`config.mk`:
```
export PLATFORM = sky130hd
export DESIGN_NAME = apb_to_cache
export DESIGN_NICKNAME = d
export VERILOG_FILES = /design/src/cache_pkg.sv /design/src/apb_to_cache.sv
export VERILOG_INCLUDE_DIRS = /design/src
export SDC_FILE = /design/constraint.sdc
export NUM_CORES = 1
export LEC_CHECK = 0
export BUFFER_PORTS_ARGS = -buffer_cell sky130_fd_sc_hd__buf_2
export CORE_MARGIN = 1
export CORE_UTILIZATION = 40
export DETAILED_ROUTE_END_ITERATION = 6
export HOLD_SLACK_MARGIN = 0.08
export PLACE_DENSITY = 0.78
export SLEW_MARGIN = 20
export SYNTH_ARGS = -nofsm -noshare
export SYNTH_HDL_FRONTEND = slang
export SYNTH_SLANG_ARGS = --single-unit
```
`constraint.sdc`:
```
create_clock -name clock_i -period 5.3 [get_ports clock_i]
set_input_delay 0.265 -clock clock_i [delete_from_list [all_inputs] [get_ports clock_i]]
set_output_delay 0.265 -clock clock_i [all_outputs]
set_load 0.01 [all_outputs]
```
`src/cache_params.svh`:
```
// sizing for the apb cache subsystem
// included by the package and by any module that sizes an array
`ifndef CACHE_PARAMS_SVH
`define CACHE_PARAMS_SVH

// byte address space seen on apb, 4 KB
`define CACHE_ADDR_W 12

// cache geometry
`define CACHE_SETS 16
`define CACHE_WAYS 2
`define CACHE_BLOCK_WORDS 4 // 32-bit words per line

// backing store
`define DRAM_WORDS 1024
`define DRAM_LATENCY 3 // cycles from read accept to data

// word n of dram comes out of reset as n ^ this
`define DRAM_INIT_XOR 32'hA5A50000

`endif

```
`src/cache_pkg.sv`:
```
// types shared by the apb adapter, cache, dma and dram model
// modules take these with a wildcard import
`include "cache_params.svh"

package cache_pkg;

  localparam int WORD_W = 32;
  localparam int MASK_W = WORD_W / 8;
  localparam int WORD_ADDR_W = `CACHE_ADDR_W - 2;
  localparam int OFFSET_W = $clog2(`CACHE_BLOCK_WORDS);
  localparam int INDEX_W = $clog2(`CACHE_SETS);
  localparam int TAG_W = WORD_ADDR_W - INDEX_W - OFFSET_W;
  localparam int BLOCK_ADDR_W = TAG_W + INDEX_W; // tag plus index
  localparam int WAY_W = $clog2(`CACHE_WAYS);

  typedef struct packed {
    logic [TAG_W-1:0]    tag;
    logic [INDEX_W-1:0]  index;
    logic [OFFSET_W-1:0] offset;
  } cache_addr_fields_s;

  // word address, flat or split into cache fields
  typedef union packed {
    logic [WORD_ADDR_W-1:0] word;
    cache_addr_fields_s     f;
  } cache_addr_u;

  typedef struct packed {
    logic              write_not_read;
    cache_addr_u       addr;
    logic [WORD_W-1:0] wdata;
    logic [MASK_W-1:0] mask;
  } cache_req_s;

  typedef struct packed {
    logic [WORD_W-1:0] rdata;
  } cache_rsp_s;

  typedef struct packed {
    logic                    write_not_read;
    logic [BLOCK_ADDR_W-1:0] block;
  } dma_req_s;

  typedef struct packed {
    logic                   write_not_read;
    logic [WORD_ADDR_W-1:0] addr;
    logic [WORD_W-1:0]      wdata;
  } dram_cmd_s;

endpackage

```
`src/apb_to_cache.sv`:
```
// apb slave front end of the cache subsystem
// checks the address, hands one request at a time to the cache
// and completes the transfer when the cache answers
`timescale 1ns/1ps
`include "cache_params.svh"

module apb_to_cache
  import cache_pkg::*;
(
  input  logic              clock_i
  ,input  logic              arst_n_i
  ,input  logic              psel_i
  ,input  logic              penable_i
  ,input  logic              pwrite_i
  ,input  logic [31:0]       paddr_i
  ,input  logic [WORD_W-1:0] pwdata_i
  ,input  logic [MASK_W-1:0] pstrb_i
  ,output logic              pready_o
  ,output logic [WORD_W-1:0] prdata_o
  ,output logic              pslverr_o

  ,output logic              req_valid_o
  ,output cache_req_s        req_o
  ,input  logic              req_ready_i

  ,input  logic              rsp_valid_i
  ,input  cache_rsp_s        rsp_i
);

  typedef enum logic [1:0] {S_IDLE, S_ISSUE, S_WAIT} state_e;

  state_e state_q;
  logic   setup;
  logic   addr_err;

  assign setup = psel_i && !penable_i;
  // beyond 4 KB or not word aligned
  assign addr_err = (|paddr_i[31:`CACHE_ADDR_W]) || (|paddr_i[1:0]);

  always_ff @(posedge clock_i or negedge arst_n_i) begin
    if (!arst_n_i) begin
      state_q     <= S_IDLE;
      pready_o    <= 1'b0;
      pslverr_o   <= 1'b0;
      req_valid_o <= 1'b0;
    end else begin
      pready_o  <= 1'b0; // single cycle pulses
      pslverr_o <= 1'b0;
      case (state_q)
        S_IDLE: begin
          if (setup) begin
            if (addr_err) begin
              pready_o  <= 1'b1; // finish in first access cycle
              pslverr_o <= 1'b1;
            end else begin
              req_valid_o <= 1'b1;
              state_q     <= S_ISSUE;
            end
          end
        end
        S_ISSUE: begin
          if (req_ready_i) begin
            req_valid_o <= 1'b0;
            state_q     <= S_WAIT;
          end
        end
        S_WAIT: begin
          if (rsp_valid_i) begin
            pready_o <= 1'b1;
            state_q  <= S_IDLE;
          end
        end
        default: state_q <= S_IDLE;
      endcase
    end
  end

  always_ff @(posedge clock_i) begin
    if (state_q == S_IDLE && setup) begin
      req_o.write_not_read <= pwrite_i;
      req_o.addr.word      <= paddr_i[`CACHE_ADDR_W-1:2];
      req_o.wdata          <= pwdata_i;
      req_o.mask           <= pwrite_i ? pstrb_i : '0;
    end
    if (state_q == S_WAIT && rsp_valid_i && !req_o.write_not_read) begin
      prdata_o <= rsp_i.rdata;
    end
  end

endmodule

```
== After elaboration in Yosys (flattened, before gate mapping) ==
Index checks and enable logic that the tools add are counted.
Word-level totals
  input bits: 107
  output and inout bits: 82
  word-level logic and storage cells: 42
  flip-flop bits (word level): 84
Operators by class
  equal/unequal tests: 6
  reduce and logical (&&, ||, !) cells: 13
  mux-type cells: 14
Operators by type and width (number)
  $reduce_or 20->1: 1
  $mux 2: 4
  $ne 2x2->1 const B: 4
  $reduce_and 4->1: 2
  $mux 1: 7
  $pmux 2 s3: 1
  $logic_and 1x1->1: 4
  $pmux 1 s2: 2
  $eq 2x1->1 const B: 1
  $eq 2x2->1 const B: 1
  $logic_not 1->1: 2
  $logic_not 2->1: 1
  $reduce_bool 2->1: 1
  $reduce_or 2->1: 1
  $logic_or 1x1->1: 1

== Depth between registers and ports, before layout ==
  word-level depth: 5
  gate-level depth with buffers: 4
  depth with buffers taken out: 4

== Worst setup path before layout ==
No wires, ideal clock.
  kind: reg-to-reg
  start: reg state_q[0]
  end: reg prdata_o[0] (enable)
  setup slack: 2.777 ns
  arrival time: 2.098 ns
  setup time: 0.425 ns
  path buffers: 0
  required time: 4.875 ns
  cell stages (with the launch flop): 3
  period minus slack after synthesis: 2.523 ns
  cell sequence: dfrtp_1 -> and3b_2 -> nor2b_1
On the way
  word-level cells in the longest chain between the ends: 3
Ends and longest elaborated chain
  start: declaration: RTL line apb_to_cache.sv:32  | state_e state_q;
  start signal: assignment: RTL line apb_to_cache.sv:42  | state_q <= S_IDLE;
  start signal: assignment: RTL line apb_to_cache.sv:57  | state_q <= S_ISSUE;
  start signal: assignment: RTL line apb_to_cache.sv:64  | state_q <= S_WAIT;
  $eq 2x2->1: RTL line apb_to_cache.sv:85  | if (state_q == S_WAIT && rsp_valid_i && !req_o.write_not_read) begin
  $logic_and 1x1->1 (2 in a row): RTL line apb_to_cache.sv:85
  end signal: assignment: RTL line apb_to_cache.sv:86  | prdata_o <= rsp_i.rdata;
  end: declaration: RTL line apb_to_cache.sv:19  | ,output logic [WORD_W-1:0] prdata_o
Every way passes these cells.
A chain may end at the register's enable or synchronous reset.

== Worst setup path after layout ==
  start: reg state_q[0]
  end: reg req_o[4] (netlist name) (enable)
On the way
  word-level cells in the longest chain between the ends: 2
Ends and longest elaborated chain
  $logic_not 2->1: RTL line apb_to_cache.sv:79  | if (state_q == S_IDLE && setup) begin
  $logic_and 1x1->1: RTL line apb_to_cache.sv:79
  end: declaration: RTL line apb_to_cache.sv:23  | ,output cache_req_s req_o
Every way passes these cells.

==> metrics.csv <==
stage,metric,value,unit
synth,ranking of synthesized cells by area,"edfxtp_1 (88%), dfrtp_1 (4.7%), and2_1 (0.93%)",
critical_path,crit path from,state_q[0]$_DFFE_PN0P_,
timing,Max Fclk,482,MHz
die,num ports,189,
status,failing checks,design-rule violations,
timing,unrepaired setup endpoints after global routing,no,
synth,"area leader, netlist",edfxtp_1,
timing,final cycle utilization of the critical path,39.1,%
timing,Max-slew headroom,35.2,%
detailed_routing,DR iter-0 viols,125,
min_path,hold crit path type,in2reg,
global_routing,gr ovfl total,0,
cts,H-Tree Depth,3,
critical_path,RR Startpoint,state_q[0]$_DFFE_PN0P_,
placement,I/O Buffers,188,
detailed_routing,drt total wl,7020,microns
synth,share of the yosys chip area belonging to registers,92.9,%
die,DIE AREA,7050,sq um
cells_and_area,# diodes,0,
cells_and_area,P&R area growth vs syn,64.6,%
pwr,Seq pwr share,57.2,%
timing,Min Hold Slack,0.0942,ns
cells_and_area,final std cells w/o fill,444,
global_routing,largest net degree at the start of global routing,49,
timing,max-slew violations,0,
min_path,worst hold start,pwdata_i[19],
timing,total negative setup slack,0,ns
synth,Netlist cell types,21,
pwr,Leak,1.91,nW
critical_path,Crit Path Class,reg2reg,
timing,post-route minimum period,2.07,ns
detailed_routing,wire length per cell,15.8,microns
timing,Final WS setup,3.23,ns
placement,GP Congestion,0.743,
synth,"Avg Cell Area, Syn",23.8,sq um
placement,dpl cells,379,
pwr,sw power,0.282,mW
detailed_routing,DRC viols,30,
timing,Worst Max-Slew Pin Slew,0.971,ns
die,Die H,84.0,microns
pwr,clock share of power,34.8,%
detailed_routing,Pre-antenna DRT Iters,6,
cells_and_area,"most common cell after layout, fill and taps aside",buf_2,
cells_and_area,share of cells above drive strength 1,57.8,%
synth,synthesized area,2690,sq um
timing,Setup-failing EPs final,0,
timing,Worst Skew,0.0133,ns
global_routing,initial antenna violation count,0,
cts,clk sinks,84,
status,outcome,"finished, violations left",
die,core footprint,6420,sq um
synth,Yosys reg bits,84,
placement,Post-DP Area,3730,sq um
cts,Root Buffer,clkbuf_8,
placement,HPWL Detailed,4150,microns
global_routing,total track usage,18.7,%
cells_and_area,design area,4420,sq um
cts,Num CTS Buffers,9,
pwr,Comb power frac,8.0,%
die,cell row count,29,
cts,clk slew on worst S/H paths,0.09,ns
global_routing,global-route wire length before repair,9610,microns
critical_path,critical path arrival,2.04,ns
critical_path,Worst Setup Start Kind,register,
pwr,Max IR drop VDD,0.000227,V
cells_and_area,most frequent cells in the layout,"buf_2 (188), edfxtp_1 (79), dlygate4sd3_1 (49)",
synth,cells after synthesis,113,
global_routing,vias in the first global route,1980,
cts,TritonCTS clock tree,built,
cts,Post-CTS Setup Bufs,0,
detailed_routing,Final ANT Viol Nets,0,
die,die width,84.0,microns
critical_path,"slowest stage cell, crit path",inv_2,
critical_path,Worst EP required,5.26,ns
synth,Synth top area share,88.3,%
critical_path,Crit path largest cell delay,0.72,ns
critical_path,CP endpoint kind,register,
placement,Post-Place Worst Slack,3.23,ns
critical_path,Worst Path Max Fanout,48,
critical_path,worst path cell trace,or4b_4 -> inv_2,
synth,syn_nets,220,
pwr,Sw Share,21.5,%
cells_and_area,Final Util,68.9,%
pwr,Power Density,296,nW/um^2
cts,latest clock arrival within the worst-skew pair,0.35,ns
pwr,Pwr Total,1.31,mW
pwr,Int Power,1.03,mW
cells_and_area,Layout fillers,441,
timing,final hold violation count,0,
detailed_routing,routed via count,2041,
flow_run,max-cap violation count,0,
cts,Clock Tree Buf Depth,2,
die,starting density of the core,41.8,%
synth,synth warn,0,
detailed_routing,DR vias/cell,4.60,
cells_and_area,nets@finish,469,
## critical path: cells and delay by family (launching register included)
kind	cells	cell delay, ns
AND/OR/NAND/NOR	1	0.54
flip-flops	1	0.42
buffers and inverters	1	0.72
## power by group through the flow
stage / Clock (mW) / Sequential (mW) / Combinational, mW
2_1_floorplan: 0 / 0.773 / 0.00884
3_3_place_gp: 0 / 0.763 / 0.0733
3_5_place_dp: 0 / 0.763 / 0.0753
4_1_cts: 0.458 / 0.748 / 0.0948
5_1_grt: 0.492 / 0.750 / 0.113
6_report: 0.456 / 0.749 / 0.105
## state kept, by name, summed over array words and instances (netlist names)
register     count
req_o           47
prdata_o        32
state_q          2
pready_o         1
pslverr_o        1
req_valid_o      1
## cells by family (layout without fill, tap and decap cells)
logic type / count (synthesis) / in the layout / share of synthesized area [%]
buf+inv: 2 / 256 / 0.279
flops: 84 / 84 / 92.9
compound gates: 5 / 5 / 1.21
simple gates: 22 / 22 / 5.59
## path summary, 6_finish.rpt
| path | cells after the start | to | slack, ns |
|---|---|---|---|
| worst min-delay path | 1 | req_o[23]$_DFFE_PP_ | 0.09 |
| worst min register to register | 2 | req_valid_o$_DFFE_PN0P_ | 0.49 |
| worst max register to register | 2 | req_o[4]$_DFFE_PP_ | 3.23 |
| max in group asynchronous | 2 | pslverr_o$_DFF_PN0_ | 4.88 |
| min in group asynchronous | 2 | state_q[1]$_DFFE_PN0P_ | 0.28 |
| worst max-delay path | 2 | req_o[4]$_DFFE_PP_ | 3.23 |
## cell type report
| class | instances | area, sq um | share of cell area, % |
|---|---|---|---|
| Timing Repair Buffer | 238 | 1440 | 32.5 |
| Inverter | 2 | 7.51 | 0.170 |
| Tap cell | 77 | 96.3 | 2.18 |
| Clock inverter | 7 | 75.1 | 1.70 |
| Multi-Input combinational cell | 27 | 185 | 4.19 |
| Sequential cell | 84 | 2500 | 56.4 |
| Clock buffer | 9 | 124 | 2.80 |
## cell usage after synthesis
cell type	number
dfrtp_1	5
a21oi_1	2
inv_1	2
nor4_1	3
edfxtp_1	79
nand4_1	1
nor2b_1	1
nand3b_1	1
and4_1	1
o21ai_2	1
nand2_1	2
o21ai_0	1
nor3_1	1
o32ai_1	1
or3_4	1
and2_1	4
or4_4	1
or4_1	1
nor2_1	3
and3b_2	1
or4b_4	1
## per-layer routing
metal  part of all wire (%)  global-route usage, %
met4                    1.8                   9.72
met1                     35                   18.7
met3                    8.9                   6.03
met5                      0                      0
met2                     54                   34.4
## repair_timing
| item | CTS | global route |
|---|---|---|
| endpoints found under the hold margin | 38 | 15 |
| gates resized for setup | 0 | 0 |
| endpoints found under the setup margin | 0 | 0 |
| hold buffers | 34 | 15 |
No activity file was read; power rests on OpenSTA's default activity.
