`config.mk`:
```
export PLATFORM = sky130hd
export DESIGN_NAME = cache_dma
export DESIGN_NICKNAME = d
export VERILOG_FILES = /design/src/cache_pkg.sv /design/src/cache_dma.sv
export VERILOG_INCLUDE_DIRS = /design/src
export SDC_FILE = /design/constraint.sdc
export NUM_CORES = 1
export LEC_CHECK = 0
export BUFFER_PORTS_ARGS = -buffer_cell sky130_fd_sc_hd__buf_2
export CAP_MARGIN = 20
export CORE_MARGIN = 2
export CORE_UTILIZATION = 23
export DETAILED_ROUTE_END_ITERATION = 10
export REMOVE_ABC_BUFFERS = 1
export SETUP_SLACK_MARGIN = 0.15
export SYNTH_ARGS = -nofsm -noshare
export SYNTH_HDL_FRONTEND = slang
export SYNTH_SLANG_ARGS = --single-unit
```
`constraint.sdc`:
```
create_clock -name clock_i -period 1.95 [get_ports clock_i]
set_clock_uncertainty 0.1 [all_clocks]
set_input_delay 0.0975 -clock clock_i [delete_from_list [all_inputs] [get_ports clock_i]]
set_output_delay 0.0975 -clock clock_i [all_outputs]
set_load 0.02 [all_outputs]
```
`src/cache_params.svh`:
```
// sizing for the apb cache subsystem
// included by the package and by any module that sizes an array
`ifndef CACHE_PARAMS_SVH
`define CACHE_PARAMS_SVH

// byte address space seen on apb, 4 KB
`define CACHE_ADDR_W 12

// cache geometry
`define CACHE_SETS 16
`define CACHE_WAYS 2
`define CACHE_BLOCK_WORDS 4 // 32-bit words per line

// backing store
`define DRAM_WORDS 1024
`define DRAM_LATENCY 3 // cycles from read accept to data

// word n of dram comes out of reset as n ^ this
`define DRAM_INIT_XOR 32'hA5A50000

`endif

```
`src/cache_pkg.sv`:
```
// types shared by the apb adapter, cache, dma and dram model
// modules take these with a wildcard import
`include "cache_params.svh"

package cache_pkg;

  localparam int WORD_W = 32;
  localparam int MASK_W = WORD_W / 8;
  localparam int WORD_ADDR_W = `CACHE_ADDR_W - 2;
  localparam int OFFSET_W = $clog2(`CACHE_BLOCK_WORDS);
  localparam int INDEX_W = $clog2(`CACHE_SETS);
  localparam int TAG_W = WORD_ADDR_W - INDEX_W - OFFSET_W;
  localparam int BLOCK_ADDR_W = TAG_W + INDEX_W; // tag plus index
  localparam int WAY_W = $clog2(`CACHE_WAYS);

  typedef struct packed {
    logic [TAG_W-1:0]    tag;
    logic [INDEX_W-1:0]  index;
    logic [OFFSET_W-1:0] offset;
  } cache_addr_fields_s;

  // word address, flat or split into cache fields
  typedef union packed {
    logic [WORD_ADDR_W-1:0] word;
    cache_addr_fields_s     f;
  } cache_addr_u;

  typedef struct packed {
    logic              write_not_read;
    cache_addr_u       addr;
    logic [WORD_W-1:0] wdata;
    logic [MASK_W-1:0] mask;
  } cache_req_s;

  typedef struct packed {
    logic [WORD_W-1:0] rdata;
  } cache_rsp_s;

  typedef struct packed {
    logic                    write_not_read;
    logic [BLOCK_ADDR_W-1:0] block;
  } dma_req_s;

  typedef struct packed {
    logic                   write_not_read;
    logic [WORD_ADDR_W-1:0] addr;
    logic [WORD_W-1:0]      wdata;
  } dram_cmd_s;

endpackage

```
`src/cache_dma.sv`:
```
// block mover between the cache and the dram model
// splits a line fill or write-back into word commands and
// streams returning read words into the cache line
`timescale 1ns/1ps
`include "cache_params.svh"

module cache_dma
  import cache_pkg::*;
(
  input  logic                clock_i
  ,input  logic                arst_n_i

  ,input  logic                dma_valid_i
  ,input  dma_req_s            dma_req_i
  ,output logic                dma_ready_o
  ,output logic                dma_done_o

  ,output logic                fill_valid_o
  ,output logic [OFFSET_W-1:0] fill_idx_o
  ,output logic [WORD_W-1:0]   fill_data_o

  ,output logic [OFFSET_W-1:0] evict_idx_o
  ,input  logic [WORD_W-1:0]   evict_data_i

  ,output logic                cmd_valid_o
  ,output dram_cmd_s           cmd_o
  ,input  logic                cmd_ready_i

  ,input  logic                rd_valid_i
  ,input  logic [WORD_W-1:0]   rd_data_i
);

  typedef enum logic [1:0] {S_IDLE, S_WR, S_RD} state_e;

  localparam logic [OFFSET_W:0] LAST_CMD = (OFFSET_W+1)'(`CACHE_BLOCK_WORDS - 1);
  localparam logic [OFFSET_W-1:0] LAST_RD = OFFSET_W'(`CACHE_BLOCK_WORDS - 1);

  state_e              state_q;
  dma_req_s            req_q;
  logic [OFFSET_W:0]   cmd_cnt_q; // one extra bit, stops read issue
  logic [OFFSET_W-1:0] rd_cnt_q;
  logic                cmd_fire;
  logic                last_rd;

  assign dma_ready_o = (state_q == S_IDLE);
  assign cmd_valid_o = (state_q != S_IDLE) && (cmd_cnt_q < `CACHE_BLOCK_WORDS);
  assign cmd_fire    = cmd_valid_o && cmd_ready_i;
  assign last_rd     = rd_valid_i && (rd_cnt_q == LAST_RD);

  assign cmd_o.write_not_read = (state_q == S_WR);
  assign cmd_o.addr           = {req_q.block, cmd_cnt_q[OFFSET_W-1:0]};
  assign cmd_o.wdata          = evict_data_i;
  assign evict_idx_o          = cmd_cnt_q[OFFSET_W-1:0];

  assign fill_valid_o = (state_q == S_RD) && rd_valid_i;
  assign fill_idx_o   = rd_cnt_q;
  assign fill_data_o  = rd_data_i;

  assign dma_done_o = (state_q == S_WR && cmd_fire && cmd_cnt_q == LAST_CMD)
                   || (state_q == S_RD && last_rd);

  always_ff @(posedge clock_i or negedge arst_n_i) begin
    if (!arst_n_i) begin
      state_q   <= S_IDLE;
      cmd_cnt_q <= '0;
      rd_cnt_q  <= '0;
    end else begin
      case (state_q)
        S_IDLE: begin
          if (dma_valid_i) begin
            state_q   <= dma_req_i.write_not_read ? S_WR : S_RD;
            cmd_cnt_q <= '0;
            rd_cnt_q  <= '0;
          end
        end
        S_WR: begin
          if (cmd_fire) begin
            cmd_cnt_q <= cmd_cnt_q + 1'b1;
            if (cmd_cnt_q == LAST_CMD) begin
              state_q <= S_IDLE;
            end
          end
        end
        S_RD: begin
          if (cmd_fire) begin
            cmd_cnt_q <= cmd_cnt_q + 1'b1;
          end
          if (rd_valid_i) begin
            rd_cnt_q <= rd_cnt_q + 1'b1; // read data is never stalled
          end
          if (last_rd) begin
            state_q <= S_IDLE;
          end
        end
        default: state_q <= S_IDLE;
      endcase
    end
  end

  always_ff @(posedge clock_i) begin
    if (dma_ready_o && dma_valid_i) begin
      req_q <= dma_req_i;
    end
  end

endmodule

```
# [After elaboration in Yosys (flattened, before gate mapping)]
# Cells that the tools add are included.
[totals] ff_bits=15 inputBits=78 output_inout_bits=83 wordCells=46
[classes] n_reduce_logical=17 add_sub_neg=2 n_eq_ne=10 n_lt_le_gt_ge=1 mux=12
[ops] cell="two-way mux 2 bit" n=7
[ops] cell="logical AND 1 bit" n=8
[ops] cell="two-way mux 3 bit" n=2
[ops] cell="inequality test 2 x 1 -> 1 bit, second input constant" n=3
[ops] cell="inequality test 2 bit, second input constant" n=3
[ops] cell="case mux 2 bit (3 select lines)" n=1
[ops] cell="case mux 3 bit (2 select lines)" n=1
[ops] cell="AND reduction 3 bit" n=2
[ops] cell="nonzero test 2 bit" n=3
[ops] cell="== test 2 bit, second input constant" n=2
[ops] cell="case mux 2 bit (2 select lines)" n=1
[ops] cell="AND reduction 4 bit" n=1
[ops] cell="adder 3 x 1 -> 3 bit, second input constant" n=1
[ops] cell="== test 3 x 2 -> 1 bit, second input constant" n=1
[ops] cell="< comparator 3 bit, second input constant" n=1
[ops] cell="adder 2 x 1 -> 2 bit, second input constant" n=1
[ops] cell="== test 2 x 1 -> 1 bit, second input constant" n=1
[ops] cell="logical NOT 2 bit" n=1
[ops] cell="OR reduction 2 bit" n=1
[ops] cell="logical OR 1 bit" n=1

# [Depth between registers and ports, before layout]
[depth] depth_word=6 mapped_depth=5

# [Worst setup path before layout]
# Ideal clock, no wire load.
[synth_path] path_type="register to register" from="register state_q[0]" to="register cmd_cnt_q[0]" setup_slack_ps=259 arrival_time_ps=1466 stages_incl_launch_ff=6 setup_ps=125 path_buffers=0 required_time_ps=1725 cell_sequence="dfrtp_1 > inv_1 > ha_1 > nand2_1 > o32a_1 > mux2_2"
[synth_rtl] item="start: declaration" line="cache_dma.sv:38" source="state_e state_q;"
[synth_rtl] item="start signal: assignment" line="cache_dma.sv:71" source="state_q <= dma_req_i.write_not_read ? S_WR : S_RD;"
[synth_rtl] item="logical NOT 2 bit (*)"
[synth_rtl] item="via dma_ready_o" line="cache_dma.sv:15" source=",output logic dma_ready_o"
[synth_rtl] item="inequality test 2 bit (no line) or nonzero test 2 bit (tied branches)"
[synth_rtl] item="AND reduction 3 bit (no line)"
[synth_rtl] item="end signal: assignment" line="cache_dma.sv:78" source="cmd_cnt_q <= cmd_cnt_q + 1'b1;"
[synth_rtl] item="end signal: assignment" line="cache_dma.sv:86" source="cmd_cnt_q <= cmd_cnt_q + 1'b1;"
[synth_rtl] item="end: declaration" line="cache_dma.sv:40" source="logic [OFFSET_W:0] cmd_cnt_q;"
# Mark *: on every way through the listed nets, which the timed path passes. The rest lies on a longest branch.
# A chain may end at the register's enable or synchronous reset.

# [Final worst setup path]
[layout_path] from="register state_q[0]" to="register cmd_cnt_q[0]"
[layout_via] elab_chain_len=5
[layout_lines] item="nonzero test 2 bit" line="cache_dma.sv:46" source="assign cmd_valid_o = (state_q != S_IDLE) && (cmd_cnt_q < `CACHE_BLOCK_WORDS);"
[layout_lines] item="logical AND 1 bit" line="cache_dma.sv:46"
[layout_lines] item="logical AND 1 bit" line="cache_dma.sv:47" source="assign cmd_fire = cmd_valid_o && cmd_ready_i;"
[layout_lines] item="inequality test 2 x 1 -> 1 bit (no line)"
[layout_lines] item="AND reduction 3 bit (no line)"
# Parallel ways exist; a longest one is shown, timed or not.

==> qor.csv <==
stage,metric,value,unit
sta,tns,0,ns
synthesis,synth_area_leaders,"buf_4, edfxtp_1, dfrtp_1",
detailed_routing,first_pass_iters,5,
worst_hold_path,hp-class,input port to flop,
cells_and_area,syn_to_final_growth,-8.37,%
worst_hold_path,hold_end,state_q[1],
setup_path,ff2ff_path_depth,5,
placement,dpl-instance-area,993,sq um
sta,rsz0062_at_grt,no,
global_route,grt.overflow.total,0,
setup_path,crit_path_cell_trace,inv_1 > ha_2 > nand2_1 > o32a_1 > mux2_2,
cells_and_area,diodes,0,
cells_and_area,layout.filler_cells,573,
setup_path,crit_fanout,6,
cells_and_area,drive_above_1_share,0.374,
clock_tree,cts_tree,yes,
cells_and_area,final_nets,192,
sta,finalHoldViolations,0,
setup_path,start_kind,flop,
worst_hold_path,min_from,dma_req_i[8],
global_route,grt_pass1_vias,755,
sta,setup_viol_count_final,0,
synthesis,synth_top_area_cell,buf_4,
clock_tree,cts.sinks,15,
synthesis,yosys_warnings,0,
synthesis,synth_seq_cells,15,
synthesis,synth_flop_cell,edfxtp_1,
cells_and_area,final_util,0.221,
synthesis,synth-edff-count,8,
clock_tree,clk_latency,0.24,ns
sta,relSlewSlack,0.790,
global_route,grt_max_degree,10,
sta,hold_slack,0.0556,ns
placement,place_congestion,0.821,
detailed_routing,detail_route.wl_per_cell,27.0,um
synthesis,yosysUniqueCellTypes,27,
die,fp.dieArea,6070,sq um
clock_tree,cts_buffers,3,
worst_hold_path,hold_depth,3,
global_route,antenna_found_initial,0,
synthesis,synth.area.mux_share,0.00896,
clock_tree,clkTransAtPathRegs,0.06,ns
placement,placedCellCount,164,
global_route,grt_pass1_wl,6.02,mm
synthesis,synth_top_family_by_area,buffers and inverters,
setup_path,cp.required,1.98,ns
power,ir_drop,0.466,mV
die,initial_utilization,0.241,
clock_tree,htreeDepth,1,
setup_path,cp.arrival,1.73,ns
setup_path,regToRegEndpoint,cmd_cnt_q[0],
die,core,5200,sq um
synthesis,synthSimpleGateAreaFrac,0.0857,
synthesis,async_reset_ff_frac,0.467,
detailed_routing,ant_nets,0,
cells_and_area,final_area,1150,sq um
setup_path,critPathBufInv,1,
clock_tree,cts_buffer_depth,2,
setup_path,worst_path_dominant_cell_family,flip-flops,
synthesis,synth-xor-area-share,0,
detailed_routing,drtIter0Drc,56,
detailed_routing,routed_via_density,4.38,
die,ios,161,
detailed_routing,vias,775,
setup_path,timing.rr.start,state_q[0],
detailed_routing,drc,0,
cells_and_area,seqCellArea,415,sq um
die,std_cell_rows,26,
run_status,status,finished clean,
cells_and_area,multi_input_area,329,sq um
sta,fmax,0.588,GHz
synthesis,synthTopCellsByCount,"buf_4, edfxtp_1, dfrtp_1",
die,die_h,77.9,um
sta,drv_slew,0,
die,die_w,77.9,um
sta,worstMarginPinSlew,0.315,ns
synthesis,syn_area_per_cell,9.66,sq um
setup_path,slowest_stage,dfrtp_1,
placement,hpwl,4.05,mm
clock_tree,cts_setup_buffers,0,
setup_path,critPathMaxStageDelay,0.37,ns
sta,setup_ws,0.249,ns
placement,port_buffers,32,
placement,pre_cts_ws,0.244,ns
power,p_leak,0.512,nW
setup_path,worst_setup_path_end_kind,flop,
synthesis,yosysMostFrequentCell,buf_4,
global_route,grt_usage,0.150,
cells_and_area,fin_cells,177,
synthesis,mappedNetlistArea,1260,sq um
setup_path,rrSetupSlack,0.25,ns
synthesis,synthCells,130,
run,max_cap_viol_count,0,
synthesis,synth-seq-area-share,0.331,
sta,timing.final.crit_share,0.872,
clock_tree,clock-root-buffer,clkbuf_8,
power,p_total,1.41,mW
detailed_routing,routed_wl,4.79,mm
synthesis,yosysTopAreaCellShare,0.406,
sta,min_period,1.70,ns
setup_path,critPathKind,flop to flop,
synthesis,synth_compound_area_frac,0.0906,
power,p_per_area,1230,nW/um^2
synthesis,synth-adder-area-share,0.0598,
[per-layer routing]
layer | global-route usage | up-vias | wire [um]
met5 | 0.0909 | - | 56
met4 | 0.0807 | 2 | 299
met3 | 0.134 | 20 | 873
met2 | 0.233 | 98 | 2190
met1 | 0.125 | 339 | 1370
li1 | - | 316 | -
[worst min-delay path: cells and delay by family]
family,cells,cell delay (ns)
AO/OA/AOI/OAI,1,0.11
buffers and inverters,1,0.10
AND/OR/NAND/NOR,1,0.05
[flip-flops by register name, indices dropped and copies added (netlist names)]
register	count
state_q	2
cmd_cnt_q	3
fill_idx_o	2
cmd_o	8
[power breakdown]
group          switching, mW  internal (mW)
clock network          0.107          0.141
registers             0.0634          0.430
logic                  0.402          0.271
[cell usage in the layout, fill, tap and decap left out]
| cell | count |
|---|---|
| buf_2 | 32 |
| dlygate4sd3_1 | 9 |
| edfxtp_1 | 8 |
| dfrtp_1 | 7 |
| inv_1 | 6 |
| nand2_1 | 4 |
| o21ai_0 | 4 |
| ha_1 | 4 |
| nand2b_1 | 3 |
| clkbuf_8 | 3 |
| nor2_1 | 2 |
| o2bb2ai_1 | 2 |
| nor2b_1 | 2 |
| nand3_1 | 2 |
| a21oi_1 | 2 |
| ha_2 | 2 |
| and2_1 | 1 |
| nand4bb_4 | 1 |
| o32a_1 | 1 |
| a221o_1 | 1 |
| and4_1 | 1 |
| a21o_1 | 1 |
| mux2_2 | 1 |
| o21bai_1 | 1 |
| or2b_1 | 1 |
| a22o_1 | 1 |
| a21boi_1 | 1 |
| or4b_1 | 1 |
| o211ai_1 | 1 |
| a211oi_1 | 1 |
| clkinv_2 | 1 |
[worst max path at each step]
| stage | start | end | cells past startpoint | slack [ns] |
|---|---|---|---|---|
| floorplan | state_q[0] | cmd_cnt_q[0] | 5 | 0.26 |
| global placement | state_q[0] | state_q[0] | 5 | 0.27 |
| detailed placement | state_q[0] | cmd_cnt_q[0] | 5 | 0.24 |
| CTS | state_q[0] | dma_done_o | 5 | 0.16 |
| global route | cmd_cnt_q[0] | dma_done_o | 5 | 0.18 |
| finish | state_q[0] | cmd_cnt_q[0] | 5 | 0.25 |
[kinds of logic (layout without fill, tap and decap cells)]
| group | Yosys count | count (layout) |
|---|---|---|
| flops | 15 | 15 |
| buf+inv | 74 | 51 |
| fa+ha+maj | 6 | 6 |
| simple gates | 18 | 18 |
| mux | 1 | 1 |
| compound gates | 16 | 16 |
[layout make-up]
class                      count  area share
sequential                    15       0.361
clock inverter                 1     0.00435
clock buffer                   3      0.0359
timing repair buffer          41       0.217
tap                           70      0.0761
inverter                       6      0.0196
multi-input combinational     41       0.286
[timing repair]
action	in CTS	in global routing
gates resized for setup	1	2
setup endpoints to repair	1	11
cloned	0	0
hold buffers	9	0
hold endpoints to repair	15	0
(Power assumes the default switching activity.)
